<file path="src/design/clkrst_consts.svh">
// clock/reset distribution constants
// sizes for the link and channel vectors and the reset synchronizer depth
// shared by the package and the RTL blocks

`ifndef CLKRST_CONSTS_SVH
`define CLKRST_CONSTS_SVH

////////////////////////////////////////////////////////////
// link / channel geometry
////////////////////////////////////////////////////////////

`define CLKRST_N_LINKS       4   // fc links on this front end
`define CLKRST_CHAN_PER_LINK 2   // serdes channels per link, even + odd

// total serdes channels
`define CLKRST_N_CHAN        (`CLKRST_N_LINKS * `CLKRST_CHAN_PER_LINK)

////////////////////////////////////////////////////////////
// synchronizer
////////////////////////////////////////////////////////////

// flops per reset chain, sets release latency in cycles
`define CLKRST_SYNC_STAGES   2

`endif

</file>
<file path="src/design/clkrst_pkg.sv">
// clock/reset distribution types
// per-link and per-channel vectors plus the two payloads that travel
// through the reset synchronizer banks

`include "clkrst_consts.svh"

package clkrst_pkg;

  ////////////////////////////////////////////////////////////
  // vectors
  ////////////////////////////////////////////////////////////

  // one bit per link
  typedef logic [`CLKRST_N_LINKS-1:0] link_vec_t;

  // one bit per channel, even chan = 2*link, odd chan = 2*link+1
  typedef logic [`CLKRST_N_CHAN-1:0] chan_vec_t;

  ////////////////////////////////////////////////////////////
  // synchronizer payloads
  ////////////////////////////////////////////////////////////

  // active low per-channel resets, rx and tx side
  typedef struct packed {
    chan_vec_t rx_n;   // rx recovered clock domain
    chan_vec_t tx_n;   // tx domain, also waits for atx pll lock
  } chan_rst_t;

  // active low sync pad levels
  typedef struct packed {
    logic ribbon_n;    // shared ribbon line
    logic neighbor_n;  // line to the neighbor board
  } pad_sync_t;

endpackage

</file>
<file path="src/design/clkrst_top.sv">
// fc serdes front end reset distribution, top level
// request generator -> reset synchronizers -> rx status / timestamp logic
// everything runs on the recovered rx clock with the chip async reset
// sync pads come in as sampled levels and leave as drive-low enables

`timescale 1ns/1ps

module clkrst_top (
  input  logic                  iCLK_SERDES_RXREC,
  input  logic                  arst_n,
  // reset control levels
  input  logic                  chip_rst,
  input  clkrst_pkg::link_vec_t link_rst,
  input  clkrst_pkg::link_vec_t link_rx_rst,
  input  clkrst_pkg::link_vec_t link_tx_rst,
  // from serdes
  input  clkrst_pkg::chan_vec_t atx_pll_locked,
  input  clkrst_pkg::chan_vec_t rx_ready,
  // timestamp reset, local and from the pads
  input  logic                  glb_ts_rst,
  input  logic                  sync_ribbon_n,
  input  logic                  sync_neighbor_n,
  // per channel resets, active low
  output clkrst_pkg::chan_vec_t rst_rx_n,
  output clkrst_pkg::chan_vec_t rst_tx_n,
  // status and pad control
  output clkrst_pkg::chan_vec_t rx_ready_sticky,
  output logic                  rst_glb_timestamp,
  output logic                  ribbon_drive_low,
  output logic                  neighbor_drive_low
);

  clkrst_pkg::chan_rst_t req;       // raw requests, combinational
  clkrst_pkg::chan_rst_t chan_rst;  // synchronized channel resets
  clkrst_pkg::pad_sync_t pad_raw;   // pad levels as sampled
  clkrst_pkg::pad_sync_t pad_sync;  // pad levels on our clock

  ////////////////////////////////////////////////////////////
  // reset requests
  ////////////////////////////////////////////////////////////

  rst_request_gen request_gen_inst (
    .chip_rst       (chip_rst),
    .link_rst       (link_rst),
    .link_rx_rst    (link_rx_rst),
    .link_tx_rst    (link_tx_rst),
    .atx_pll_locked (atx_pll_locked),
    .req            (req)
  );

  ////////////////////////////////////////////////////////////
  // synchronizers
  ////////////////////////////////////////////////////////////

  rst_sync_bank #(
    .payload_t (clkrst_pkg::chan_rst_t)
  ) chan_sync_inst (
    .iCLK_SERDES_RXREC (iCLK_SERDES_RXREC),
    .arst_n            (arst_n),
    .async_in          (req),
    .sync_out          (chan_rst)
  );

  assign rst_rx_n = chan_rst.rx_n;
  assign rst_tx_n = chan_rst.tx_n;

  assign pad_raw.ribbon_n   = sync_ribbon_n;
  assign pad_raw.neighbor_n = sync_neighbor_n;

  // pads treated as resets, low asserts at once
  rst_sync_bank #(
    .payload_t (clkrst_pkg::pad_sync_t)
  ) pad_sync_inst (
    .iCLK_SERDES_RXREC (iCLK_SERDES_RXREC),
    .arst_n            (arst_n),
    .async_in          (pad_raw),
    .sync_out          (pad_sync)
  );

  ////////////////////////////////////////////////////////////
  // status
  ////////////////////////////////////////////////////////////

  rst_status_track status_track_inst (
    .iCLK_SERDES_RXREC  (iCLK_SERDES_RXREC),
    .arst_n             (arst_n),
    .rst_rx_n           (chan_rst.rx_n),
    .rx_ready           (rx_ready),
    .pad_sync           (pad_sync),
    .glb_ts_rst         (glb_ts_rst),
    .rx_ready_sticky    (rx_ready_sticky),
    .rst_glb_timestamp  (rst_glb_timestamp),
    .ribbon_drive_low   (ribbon_drive_low),
    .neighbor_drive_low (neighbor_drive_low)
  );

endmodule

</file>
<file path="src/design/rst_request_gen.sv">
// per-channel reset request generator
// merges chip reset, per-link reset and the per-link rx/tx reset levels,
// fans each link out to its two serdes channels and holds the tx side
// in reset until that channel's atx pll reports lock
// pure combinational, request bit low = reset wanted

`timescale 1ns/1ps

`include "clkrst_consts.svh"

module rst_request_gen (
  input  logic                  chip_rst,        // whole front end
  input  clkrst_pkg::link_vec_t link_rst,        // full link, rx and tx
  input  clkrst_pkg::link_vec_t link_rx_rst,     // rx side only
  input  clkrst_pkg::link_vec_t link_tx_rst,     // tx side only
  input  clkrst_pkg::chan_vec_t atx_pll_locked,  // per channel tx pll
  output clkrst_pkg::chan_rst_t req              // active low requests
);

  clkrst_pkg::link_vec_t link_up;  // link clear of chip and link reset
  clkrst_pkg::link_vec_t rx_up;    // rx side may run
  clkrst_pkg::link_vec_t tx_up;    // tx side may run, before pll lock

  ////////////////////////////////////////////////////////////
  // per-link release terms
  ////////////////////////////////////////////////////////////

  // chip reset knocks out every link
  assign link_up = ~link_rst & {`CLKRST_N_LINKS{~chip_rst}};

  assign rx_up = link_up & ~link_rx_rst;
  assign tx_up = link_up & ~link_tx_rst;

  ////////////////////////////////////////////////////////////
  // spread links to channels
  ////////////////////////////////////////////////////////////

  always_comb
  begin
    req = '0;  // every bit overwritten below
    for (int l = 0; l < `CLKRST_N_LINKS; l++)
    begin
      for (int k = 0; k < `CLKRST_CHAN_PER_LINK; k++)
      begin
        // rx follows the link controls only
        req.rx_n[l*`CLKRST_CHAN_PER_LINK + k] = rx_up[l];
        // tx also needs its own pll locked
        req.tx_n[l*`CLKRST_CHAN_PER_LINK + k] =
          tx_up[l] & atx_pll_locked[l*`CLKRST_CHAN_PER_LINK + k];
      end
    end
  end

endmodule

</file>
<file path="src/design/rst_status_track.sv">
// reset status tracking
// sticky rx_ready per channel, cleared only by that channel's rx reset,
// so a flapping cdr lock does not bounce the link.
// also registers the global timestamp reset and forms the drive-low
// enables for the open-drain ribbon and neighbor sync pads

`timescale 1ns/1ps

`include "clkrst_consts.svh"

module rst_status_track (
  input  logic                  iCLK_SERDES_RXREC,
  input  logic                  arst_n,
  input  clkrst_pkg::chan_vec_t rst_rx_n,         // synchronized rx resets
  input  clkrst_pkg::chan_vec_t rx_ready,         // raw cdr ready, may flap
  input  clkrst_pkg::pad_sync_t pad_sync,         // synchronized pad levels
  input  logic                  glb_ts_rst,       // local timestamp reset
  output clkrst_pkg::chan_vec_t rx_ready_sticky,
  output logic                  rst_glb_timestamp,
  output logic                  ribbon_drive_low,
  output logic                  neighbor_drive_low
);

  wire  [`CLKRST_N_CHAN-1:0] sticky_bits;  // gathered from g_sticky
  logic                      ts_cond;      // any timestamp reset source

  ////////////////////////////////////////////////////////////
  // sticky rx ready
  ////////////////////////////////////////////////////////////

  for (genvar c = 0; c < `CLKRST_N_CHAN; c++)
  begin : g_sticky
    logic clr_n;  // channel rx reset or chip reset
    logic flag;

    assign clr_n = rst_rx_n[c] & arst_n;

    always_ff @(posedge iCLK_SERDES_RXREC or negedge clr_n)
    begin
      if (!clr_n)
        flag <= 1'b0;
      else if (rx_ready[c])
        flag <= 1'b1;  // first ready wins, holds from here
    end

    assign sticky_bits[c] = flag;
  end

  assign rx_ready_sticky = sticky_bits;

  ////////////////////////////////////////////////////////////
  // global timestamp reset and pad enables
  ////////////////////////////////////////////////////////////

  // local request, or another board pulling either pad low
  assign ts_cond = glb_ts_rst | ~pad_sync.ribbon_n | ~pad_sync.neighbor_n;

  always_ff @(posedge iCLK_SERDES_RXREC or negedge arst_n)
  begin
    if (!arst_n)
      rst_glb_timestamp <= 1'b0;
    else
      rst_glb_timestamp <= ts_cond;
  end

  assign ribbon_drive_low   = glb_ts_rst;  // ribbon only on own request
  // pass a ribbon reset on down the neighbor chain
  assign neighbor_drive_low = glb_ts_rst | ~pad_sync.ribbon_n;

endmodule

</file>
<file path="src/design/rst_sync_bank.sv">
// reset synchronizer bank
// one flop chain per payload bit, asserts the moment the bit or the chip
// reset goes low, releases after CLKRST_SYNC_STAGES rising edges
// works on any packed payload, bit order kept as given

`timescale 1ns/1ps

`include "clkrst_consts.svh"

module rst_sync_bank #(
  parameter type payload_t = logic  // packed payload, struct or vector
) (
  input  logic     iCLK_SERDES_RXREC,
  input  logic     arst_n,     // chip level async reset
  input  payload_t async_in,   // active low, any timing
  output payload_t sync_out    // active low, release on clock
);

  localparam int WIDTH = $bits(payload_t);

  logic [WIDTH-1:0] in_bits;   // flat view of the payload
  wire  [WIDTH-1:0] out_bits;  // one driver per bit from g_bit

  assign in_bits  = async_in;
  assign sync_out = payload_t'(out_bits);

  ////////////////////////////////////////////////////////////
  // per bit chains
  ////////////////////////////////////////////////////////////

  for (genvar b = 0; b < WIDTH; b++)
  begin : g_bit
    logic                           clr_n;  // bit low or chip reset
    logic [`CLKRST_SYNC_STAGES-1:0] chain;

    assign clr_n = in_bits[b] & arst_n;

    // async assert, ones walk in on release
    always_ff @(posedge iCLK_SERDES_RXREC or negedge clr_n)
    begin
      if (!clr_n)
        chain <= '0;
      else
        chain <= {chain[`CLKRST_SYNC_STAGES-2:0], 1'b1};
    end

    assign out_bits[b] = chain[`CLKRST_SYNC_STAGES-1];  // last stage out
  end

endmodule

</file>
<file path="config.mk">
export PLATFORM = sky130hd
export DESIGN_NAME = clkrst_top
export DESIGN_NICKNAME = d
export VERILOG_FILES = /design/src/design/clkrst_pkg.sv /design/src/design/clkrst_top.sv /design/src/design/rst_request_gen.sv /design/src/design/rst_status_track.sv /design/src/design/rst_sync_bank.sv
export VERILOG_INCLUDE_DIRS = /design/src /design/src/design
export SDC_FILE = /design/constraint.sdc
export NUM_CORES = 1
export LEC_CHECK = 0
export BUFFER_PORTS_ARGS = -buffer_cell sky130_fd_sc_hd__clkbuf_2
export CAP_MARGIN = 10
export CELL_PAD_IN_SITES_DETAIL_PLACEMENT = 1
export CELL_PAD_IN_SITES_GLOBAL_PLACEMENT = 2
export CORE_AREA = 5 5 86 68
export DETAILED_ROUTE_END_ITERATION = 16
export DIE_AREA = 0 0 91 73
export GPL_ROUTABILITY_DRIVEN = 0
export MAX_ROUTING_LAYER = met4
export PLACE_DENSITY_LB_ADDON = 0.05
export SETUP_SLACK_MARGIN = 0.1
export SYNTH_ARGS = -nofsm -noshare
export SYNTH_HDL_FRONTEND = slang
export SYNTH_SLANG_ARGS = --single-unit
</file>
<file path="constraint.sdc">
create_clock -name iCLK_SERDES_RXREC -period 0.8 [get_ports iCLK_SERDES_RXREC]
set_input_delay 0.08 -clock iCLK_SERDES_RXREC [delete_from_list [all_inputs] [get_ports iCLK_SERDES_RXREC]]
set_output_delay 0.08 -clock iCLK_SERDES_RXREC [all_outputs]
set_load 0.1 [all_outputs]
</file>
; ---- After elaboration in Yosys (flattened, before gate mapping)
; Index checks and enable logic that the tools add are counted.
[op_classes]
bitwise_logic = 41
[ops]
columns = operator, n
row1 = 1-bit bitwise AND, 30
row2 = 4-bit bitwise AND, 3
row3 = 4-bit inverter, 3
row4 = 1-bit inverter, 3
row5 = 1-bit bitwise OR, 2
[totals]
register_bits = 45
inputBits = 34
output_inout_bits = 27

; ---- Longest topological paths before layout
; Gate-level depths: netlist (run 1).
[depth]
word_depth = 5
ltp_mapped = 3

; ---- Hierarchy
; From an unflattened synthesis (run 1), not the netlist that was laid out.
[hier_totals]
cells_unflattened = 128
area_unflattened_um2 = 1720.4
[by_module_without_submodules]
columns = module, n_inst, cells_each, area_per_inst_um2, seq_area_each_um2
row1 = rst_sync_bank at chan_sync_inst, 1, 66, 1051.0, 800.8
row2 = rst_status_track, 1, 36, 406.6, 225.2
row3 = rst_request_gen, 1, 17, 131.4, 0.0
row4 = rst_sync_bank at pad_sync_inst, 1, 9, 131.4, 100.1

; ---- Worst setup path after synthesis (run 1)
; OpenSTA, ideal clock, no wires.
[synth_timing]
path_kind = reg2out
start = register pad_sync_inst.g_bit[1].chain[1]
end = output neighbor_drive_low
t_arrival_ps = 1057
required_time_ps = 720
slack_ps = -337
stages_incl_launch_ff = 2
path_cell_list = dfrtp_1 nand2b_1
[synth_between]
elab_chain_cells = 2
[synth_rtl]
columns = item, line
row1 = start: declaration, rst_sync_bank.sv:34  ; logic [`CLKRST_SYNC_STAGES-1:0] chain;
row2 = start signal: assignment, rst_sync_bank.sv:44  ; chain <= {chain[`CLKRST_SYNC_STAGES-2:0], 1'b1};
row3 = 1-bit inverter, rst_status_track.sv:68  ; assign neighbor_drive_low = glb_ts_rst | ~pad_sync.ribbon_n;
row4 = 1-bit bitwise OR, rst_status_track.sv:68
row5 = end: declaration, clkrst_top.sv:30  ; output logic neighbor_drive_low
; No other way between the ends.

; ---- Final worst setup path (run 1)
; Ends and elaborated chain as after synthesis.

==> flow_summary.yaml, run 1 <==
status:
  status: "finished with violations"
  failed_checks: "negative hold slack, negative setup slack"
setup_path:
  crit_fanout: 2
  cp_data_arrival_time_ns: 0.93
  crit_required_ns: 0.72
  start_kind: "flip-flop"
  critPathKind: "flip-flop to output port"
  cp-end-kind: "output port"
  r2r_cells: 2
pwr:
  p_leak_nw: 1.18
  irDropWorstVdd_mv: 1.05
  power_mw: 4.05
  power_density_mw_per_mm2: 1650
layout:
  final_common_cell: "clkbuf_2"
  drive_above_1_share_pct: 56.8
  final_cell_mix: "clkbuf_2 (33), dfrtp_1 (32), buf_12 (27)"
  fin_area_mm2: 0.00246
  layout.cells.non_filler: 247
  fin_nets: 218
  area_growth_pct: 84.2
  diodes: 0
sta:
  fin_skew_ns: 0.00632
  max_freq_mhz: 988
  timing.final.crit_share_pct: 127
  fin_ws_ns: -0.213
  min_period_ns: 1.01
  rsz0062_at_grt: "yes"
  slew_viol_final: 0
  final_hold_viol_count: 2
  setup_violations: 32
  whs_ns: -0.0198
  fin_setup_tns_ns: -4.60
route:
  drc: 0
  drt_iter0_markers: 15
  drtPass1Iterations: 2
  wl_um: 3150
  wl_per_cell_um: 12.7
  viasPerCell: 3.83
  vias: 947
  ant_nets: 0
place:
  hpwlAfterDp_um: 2360
  dpl.cell_count: 211
  post_dp_cell_area_mm2: 0.00207
  port-buffer-count: 60
die:
  fp-row-count: 23
  core-area_mm2: 0.00504
  die_x_um: 91
  die_area_mm2: 0.00664
  initial_core_util_pct: 26.5
  fp.dieH_um: 73
  pin_count: 61
clock_network:
  cts_buffer_depth: 2
  tritoncts: "yes"
  cts-root-buf: "clkbuf_8"
  clk_latency_ns: 0.28
  cts.sinks: 37
  clk_pin_slew_ns: 0.06
  cts.htree.levels: 2
  numCtsBuffers: 5
global_routing:
  grt-ovfl-total: 0
  grt_pass1_wl_um: 5040
  antenna_found_initial: 0
  grt_usage_pct: 10.1
  first_global_vias: 1054
  grt_max_degree: 13
yosys:
  synthesis.area_mm2: 0.00134
  syn_inst: 93
  syn_area_per_cell_um2: 14.4
  ys_ff_latch: 37
  ys_types: 11
  yosysSeqAreaShare_pct: 69.3
  yosysWarnings: 0
min_path:
  min_path_type: "primary input to asynchronous set/reset pin"
run:
  maxCapViolCount: 0
cell families after synthesis:
| family | synth area share (%) |
|---|---|
| buf+inv | 14.9 |
| other cells | 0.281 |
| flops | 69.3 |
| simple gates | 15.5 |
path summary, 6_finish.rpt:
check	startpoint	endpoint	slack [ns]
worst min register to register	chan_sync_inst.g_bit[10].chain[1]$_DFF_PN0_	status_track_inst.g_sticky[2].flag$_DFFE_PN0P_	0.27
min in group iCLK_SERDES_RXREC	rx_ready[3]	status_track_inst.g_sticky[3].flag$_DFFE_PN0P_	0.01
max in group asynchronous	link_tx_rst[2]	chan_sync_inst.g_bit[4].chain[0]$_DFF_PN0_	0.11
worst min-delay path	arst_n	chan_sync_inst.g_bit[15].chain[0]$_DFF_PN0_	-0.02
worst max register to register	status_track_inst.g_sticky[6].flag$_DFFE_PN0P_	status_track_inst.g_sticky[6].flag$_DFFE_PN0P_	-0.08
worst max-delay path	pad_sync_inst.g_bit[1].chain[1]$_DFF_PN0_	neighbor_drive_low	-0.21
layout make-up:
class | instances | area, µm²
Fill cell | 529 | 2570
Multi-Input combinational cell | 43 | 314
Timing Repair Buffer | 97 | 1050
Sequential cell | 37 | 935
Clock buffer | 8 | 80.1
Tap cell | 62 | 77.6
critical path, stage by stage (launching register included):
cell and delay, ns:
dfrtp_1 0.41, nand2b_4 0.09, buf_12 0.17
flip-flops by register name (all words and copies together) (netlist names):
| register | count |
|---|---|
| status_track_inst.rst_glb_timestamp | 1 |
| chan_sync_inst.g_bit.chain | 24 |
| pad_sync_inst.g_bit.chain | 4 |
| status_track_inst.g_sticky.flag | 8 |
synthesized netlist by cell type:
| master | number | area [µm²] |
|---|---|---|
| dfrtp_1 | 37 | 926 |
| buf_4 | 25 | 188 |
| nor4b_1 | 8 | 70.1 |
| or2_2 | 8 | 50.1 |
| and2_2 | 6 | 45.0 |
| nor3_1 | 4 | 20.0 |
| buf_6 | 1 | 11.3 |
| conb_1 | 1 | 3.75 |
| nand2b_1 | 1 | 6.26 |
| nand2b_2 | 1 | 8.76 |
| nand3b_1 | 1 | 7.51 |
per-stage QoR:
step	util [%]	worst slack [ns]
after global placement	41.1	0.0220
after global routing	48.9	-0.263
after floorplan	-	0.0785
after detailed placement	41.1	-0.120
final	48.9	-0.213
after CTS	47.3	-0.234
routing by layer:
metal	wire length (µm)	vias to the layer above	GRT usage [%]
met3	277	7	4.85
met4	55	0	4.40
met2	1630	32	15.8
met5	0	-	-
li1	-	443	-
met1	1190	465	11.1
power breakdown:
part           leakage [nW]  switching [mW]  internal, mW  total, mW
clock network        0.0395           0.584         0.618       1.20
registers             0.441          0.0522          1.95       2.00
logic                 0.697           0.491         0.355      0.847
what timing repair did:
item	CTS	global route
cloned	0	0
hold endpoints to repair	39	3
buffers inserted	4	3
gates resized for setup	4	9
hold buffers	20	1
setup endpoints to repair	34	40
No activity file was read; power rests on OpenSTA's default activity.
==> run 2: changes to the inputs <==
--- a/config.mk
+++ b/config.mk
@@ -15,7 +15,7 @@
 export DIE_AREA = 0 0 91 73
 export GPL_ROUTABILITY_DRIVEN = 0
 export MAX_ROUTING_LAYER = met4
-export PLACE_DENSITY_LB_ADDON = 0.05
+export PLACE_DENSITY = 0.74
 export SETUP_SLACK_MARGIN = 0.1
 export SYNTH_ARGS = -nofsm -noshare
 export SYNTH_HDL_FRONTEND = slang
==> flow_summary.yaml, run 2 (synthesized netlist as in run 1, its figures left out) <==
global_routing:
  grt_max_degree: 12
  grt_pass1_wl_um: 5310
  grt_usage_pct: 11.1
  grt-ovfl-total: 0
  first_global_vias: 1062
  antenna_found_initial: 0
setup_path:
  slowest_delay_ns: 0.49
  path_delay_family: "flip-flops"
  endpoint: "rst_glb_timestamp"
  r2r-end: "status_track_inst.g_sticky[6].flag$_DFFE_PN0P_"
  cp_data_arrival_time_ns: 0.95
  start_kind: "flip-flop"
  r2r_slack_ns: -0.08
  critPathKind: "flip-flop to output port"
  r2r_cells: 2
  crit_chain: "buf_12"
  path_buf_inv: 1
  worstSetupStartpoint: "status_track_inst.rst_glb_timestamp$_DFF_PN0_"
  r2r-start: "status_track_inst.g_sticky[6].flag$_DFFE_PN0P_"
  cp-end-kind: "output port"
  crit_fanout: 1
  crit_slowest_cell: "dfrtp_4"
  crit_required_ns: 0.72
  crit_cells: 1
pwr:
  p_leak_nw: 1.16
  power_density_mw_per_mm2: 1760
  irDropWorstVdd_mv: 0.641
route:
  drtPass1Iterations: 4
  viasPerCell: 3.89
  wl_per_cell_um: 14.8
  vias: 925
  drc: 0
  wl_um: 3530
  ant_nets: 0
  drt_iter0_markers: 10
layout:
  layout.cells.non_filler: 238
  fillers: 512
  area_growth_pct: 81.9
  top_regs: "chan_sync_inst.g_bit.chain x24, status_track_inst.g_sticky.flag x8, pad_sync_inst.g_bit.chain x4"
  final_cell_mix: "clkbuf_2 (33), dfrtp_1 (32), buf_12 (27)"
  drive_above_1_share_pct: 59.7
  diodes: 0
  largest_register_ffs: 24
  fin_nets: 209
  final_common_cell: "clkbuf_2"
  largest-register: "chan_sync_inst.g_bit.chain"
sta:
  whs_ns: -0.153
  rsz0062_at_grt: "yes"
  fin_ws_ns: -0.231
  timing.final.crit_share_pct: 129
  max_freq_mhz: 970
  fin_skew_ns: 0.00723
  final_hold_viol_count: 13
  slew_viol_final: 0
  setup_violations: 29
  min_period_ns: 1.03
clock_network:
  tritoncts: "yes"
  cts.sinks: 37
  clk_latency_ns: 0.29
  cts-root-buf: "clkbuf_8"
  cts.htree.levels: 2
  numCtsBuffers: 5
  clk_pin_slew_ns: 0.07
  cts_buffer_depth: 2
min_path:
  min_path_type: "primary input to asynchronous set/reset pin"
die:
  die_area_mm2: 0.00664
  core-area_mm2: 0.00504
  fp.dieH_um: 73
  fp-row-count: 23
  initial_core_util_pct: 26.5
  die_x_um: 91
  pin_count: 61
place:
  port-buffer-count: 60
  hpwlAfterDp_um: 2750
  post-place-ws_ns: -0.0905
  dpl.cell_count: 209
status:
  failed_checks: "negative hold slack, negative setup slack"
  status: "finished with violations"
run:
  maxCapViolCount: 0
[run 2: stage by stage]
| step | util, % | instance area (µm²) | power [mW] | hold WS, ns | setup TNS, ns |
|---|---|---|---|---|---|
| after floorplan | - | 1420 | 2.50 | -0.216 | 0 |
| after CTS | 45.5 | 2290 | 4.27 | -0.175 | -5.24 |
| final | 48.3 | 2430 | 4.27 | -0.153 | -4.70 |
| after global placement | 40.8 | 2050 | 2.78 | -0.00701 | 0 |
| after global routing | 48.3 | 2430 | 4.46 | -0.146 | -5.65 |
| after detailed placement | 40.8 | 2050 | 2.80 | -0.00975 | -0.552 |
[run 2: worst min path at each step]
stage	end	slack [ns]
2_1_floorplan	status_track_inst.rst_glb_timestamp$_DFF_PN0_	-0.22
3_3_place_gp	pad_sync_inst.g_bit[1].chain[1]$_DFF_PN0_	-0.007
3_5_place_dp	pad_sync_inst.g_bit[0].chain[0]$_DFF_PN0_	-0.01
4_1_cts	chan_sync_inst.g_bit[11].chain[0]$_DFF_PN0_	-0.18
5_1_grt	chan_sync_inst.g_bit[13].chain[0]$_DFF_PN0_	-0.15
6_report	chan_sync_inst.g_bit[13].chain[0]$_DFF_PN0_	-0.15
[run 2: timing repair]
item / 4_1_cts / 5_1_grt
buffers inserted: 3 / 0
resized for setup: 4 / 11
endpoints found under the setup margin: 34 / 53
hold buffers: 11 / 8
hold endpoints to repair: 42 / 34
gates cloned: 0 / 0
pin swaps: 0 / 2
[run 2: routing by layer]
| layer | up-vias | routed length [µm] | GRT usage [%] |
|---|---|---|---|
| li1 | 423 | - | - |
| met4 | 0 | 86 | 5.05 |
| met1 | 460 | 1140 | 9.44 |
| met2 | 34 | 2070 | 21.0 |
| met5 | - | 0 | - |
| met3 | 8 | 230 | 4.74 |
[run 2: layout make-up]
class	instances	area (µm²)	area share (%)
clock inverters	1	5.00	0.206
multi-input cells	43	353	14.5
clock buffers	7	96.3	3.96
repair buffers	88	965	39.7
well taps	62	77.6	3.19
flip-flops and latches	37	935	38.4
[run 2: power breakdown]
| group | internal [mW] | switching (mW) | total [mW] |
|---|---|---|---|
| logic | 0.350 | 0.508 | 0.858 |
| registers | 1.95 | 0.0530 | 2.00 |
| clock network | 0.778 | 0.632 | 1.41 |
| total | 3.08 | 1.19 | 4.27 |
==> run 3: changes to the inputs <==
==> constraint.sdc (replaced) <==
create_clock -name iCLK_SERDES_RXREC -period 0.8 [get_ports iCLK_SERDES_RXREC]
set_input_delay 0.16 -clock iCLK_SERDES_RXREC [delete_from_list [all_inputs] [get_ports iCLK_SERDES_RXREC]]
set_output_delay 0.16 -clock iCLK_SERDES_RXREC [all_outputs]
set_load 0.1 [all_outputs]
==> flow_summary.yaml, run 3 (synthesized netlist as in run 1, its figures left out) <==
clock_network:
  cts-root-buf: "clkbuf_8"
  clk_pin_slew_ns: 0.07
  numCtsBuffers: 5
  cts.htree.levels: 2
  tritoncts: "yes"
  holdBufCountCts: 11
  cts.sinks: 37
  cts_buffer_depth: 2
  clk_latency_ns: 0.28
die:
  initial_core_util_pct: 26.5
  die_area_mm2: 0.00664
  fp.dieH_um: 73
  die_x_um: 91
  pin_count: 61
  core-area_mm2: 0.00504
  fp-row-count: 23
sta:
  fin_ws_ns: -0.297
  timing.final.crit_share_pct: 137
  rsz0062_at_grt: "yes"
  fin_skew_ns: 0.00407
  final_hold_viol_count: 16
  max_freq_mhz: 912
  slew_viol_final: 0
  min_period_ns: 1.10
  setup_violations: 30
  whs_ns: -0.117
layout:
  top_regs: "chan_sync_inst.g_bit.chain x24, status_track_inst.g_sticky.flag x8, pad_sync_inst.g_bit.chain x4"
  largest_register_ffs: 24
  fin_area_mm2: 0.00240
  final_common_cell: "clkbuf_2"
  fin_nets: 205
  area_growth_pct: 79.4
  drive_above_1_share_pct: 62.8
  largest-register: "chan_sync_inst.g_bit.chain"
  diodes: 0
  final_cell_mix: "clkbuf_2 (33), dfrtp_1 (32), buf_12 (28)"
global_routing:
  first_global_vias: 1052
  grt-ovfl-total: 0
  antenna_found_initial: 0
  grt_max_degree: 12
  grt_usage_pct: 10.8
  grt_pass1_wl_um: 5310
place:
  post_dp_cell_area_mm2: 0.00210
  hpwlAfterDp_um: 2800
  port-buffer-count: 60
setup_path:
  crit_required_ns: 0.64
  critPathKind: "flip-flop to output port"
  cp-end-kind: "output port"
  start_kind: "flip-flop"
  cp_data_arrival_time_ns: 0.94
  crit_fanout: 2
status:
  failed_checks: "negative hold slack, negative setup slack"
  status: "finished with violations"
run:
  maxCapViolCount: 0
route:
  drtPass1Iterations: 4
  ant_nets: 0
  drt_iter0_markers: 10
  viasPerCell: 3.76
  drc: 0
  wl_per_cell_um: 14.1
  vias: 879
  wl_um: 3290
pwr:
  irDropWorstVdd_mv: 0.978
  p_leak_nw: 1.15
  power_density_mw_per_mm2: 1770
min_path:
  min_path_type: "primary input to asynchronous set/reset pin"
-- run 3: changes by cell type in the layout (fill, tap and decap cells not counted), moves of 3 or more --
| cell | previous run | this run |
|---|---|---|
| dlygate4sd3_1 | 18 | 11 |
| nor4b_2 | 0 | 4 |
| buf_6 | 1 | 4 |
| nor4b_1 | 5 | 2 |
| nor3_2 | 3 | 0 |
| nor3_1 | 1 | 4 |
-- run 3: worst max-delay path, stage by stage (launching register included) --
cell and delay [ns]:
dfrtp_1 0.41, nand2b_4 0.09, buf_12 0.17
-- run 3: area by class of cell --
cell class / instances / area, µm²
Multi-Input combinational cell: 43 / 343
Clock inverter: 1 / 5.00
Tap cell: 62 / 77.6
Sequential cell: 37 / 935
Timing Repair Buffer: 84 / 941
Clock buffer: 7 / 96.3
Fill cell: 519 / 2640
-- run 3: path summary, 6_finish.rpt --
path                                                                startpoint  slack [ns]                                             end  depth (start not counted)
max                                  pad_sync_inst.g_bit[1].chain[1]$_DFF_PN0_       -0.30                              neighbor_drive_low                          2
min                                                             link_rx_rst[0]       -0.12      chan_sync_inst.g_bit[8].chain[0]$_DFF_PN0_                          2
max reg2reg                     status_track_inst.g_sticky[4].flag$_DFFE_PN0P_       -0.08  status_track_inst.g_sticky[4].flag$_DFFE_PN0P_                          2
min reg2reg                        chan_sync_inst.g_bit[10].chain[1]$_DFF_PN0_        0.26  status_track_inst.g_sticky[3].flag$_DFFE_PN0P_                          1
max in group asynchronous                                               arst_n        0.16  status_track_inst.g_sticky[5].flag$_DFFE_PN0P_                          4
min in group iCLK_SERDES_RXREC                                     rx_ready[0]        0.08  status_track_inst.g_sticky[0].flag$_DFFE_PN0P_                          2
-- run 3: stage by stage --
step	setup slack (ns)	util (%)	cells	power, mW	setup TNS (ns)
after floorplan	-0.00153	-	106	2.56	-0.00153
after global placement	-0.00161	41.8	209	2.80	-0.00630
after detailed placement	-0.107	41.8	209	2.83	-0.724
after CTS	-0.316	46.9	233	4.32	-6.95
after global routing	-0.335	47.6	234	4.43	-7.54
final	-0.297	47.6	234	4.24	-6.58
-- run 3: per-layer routing --
metal	track usage (%)	vias to the layer above	wire length, µm
met4	3.42	0	38
met2	20.1	27	1970
met3	3.71	4	167
met1	10.7	431	1110
met5	-	-	0
li1	-	417	-
-- run 3: timing repair --
action / CTS / global route
setup buffers: 5 / 1
hold endpoints to repair: 33 / 16
cloned: 0 / 0
resized for setup: 5 / 5
pin swaps: 0 / 0
setup endpoints to repair: 34 / 39
-- run 3: where the power goes --
group	internal, mW	total [mW]	switching, mW	leakage (nW)
combinational	0.340	0.839	0.499	0.652
clock	0.778	1.40	0.620	0.0542
sequential	1.95	2.00	0.0533	0.441
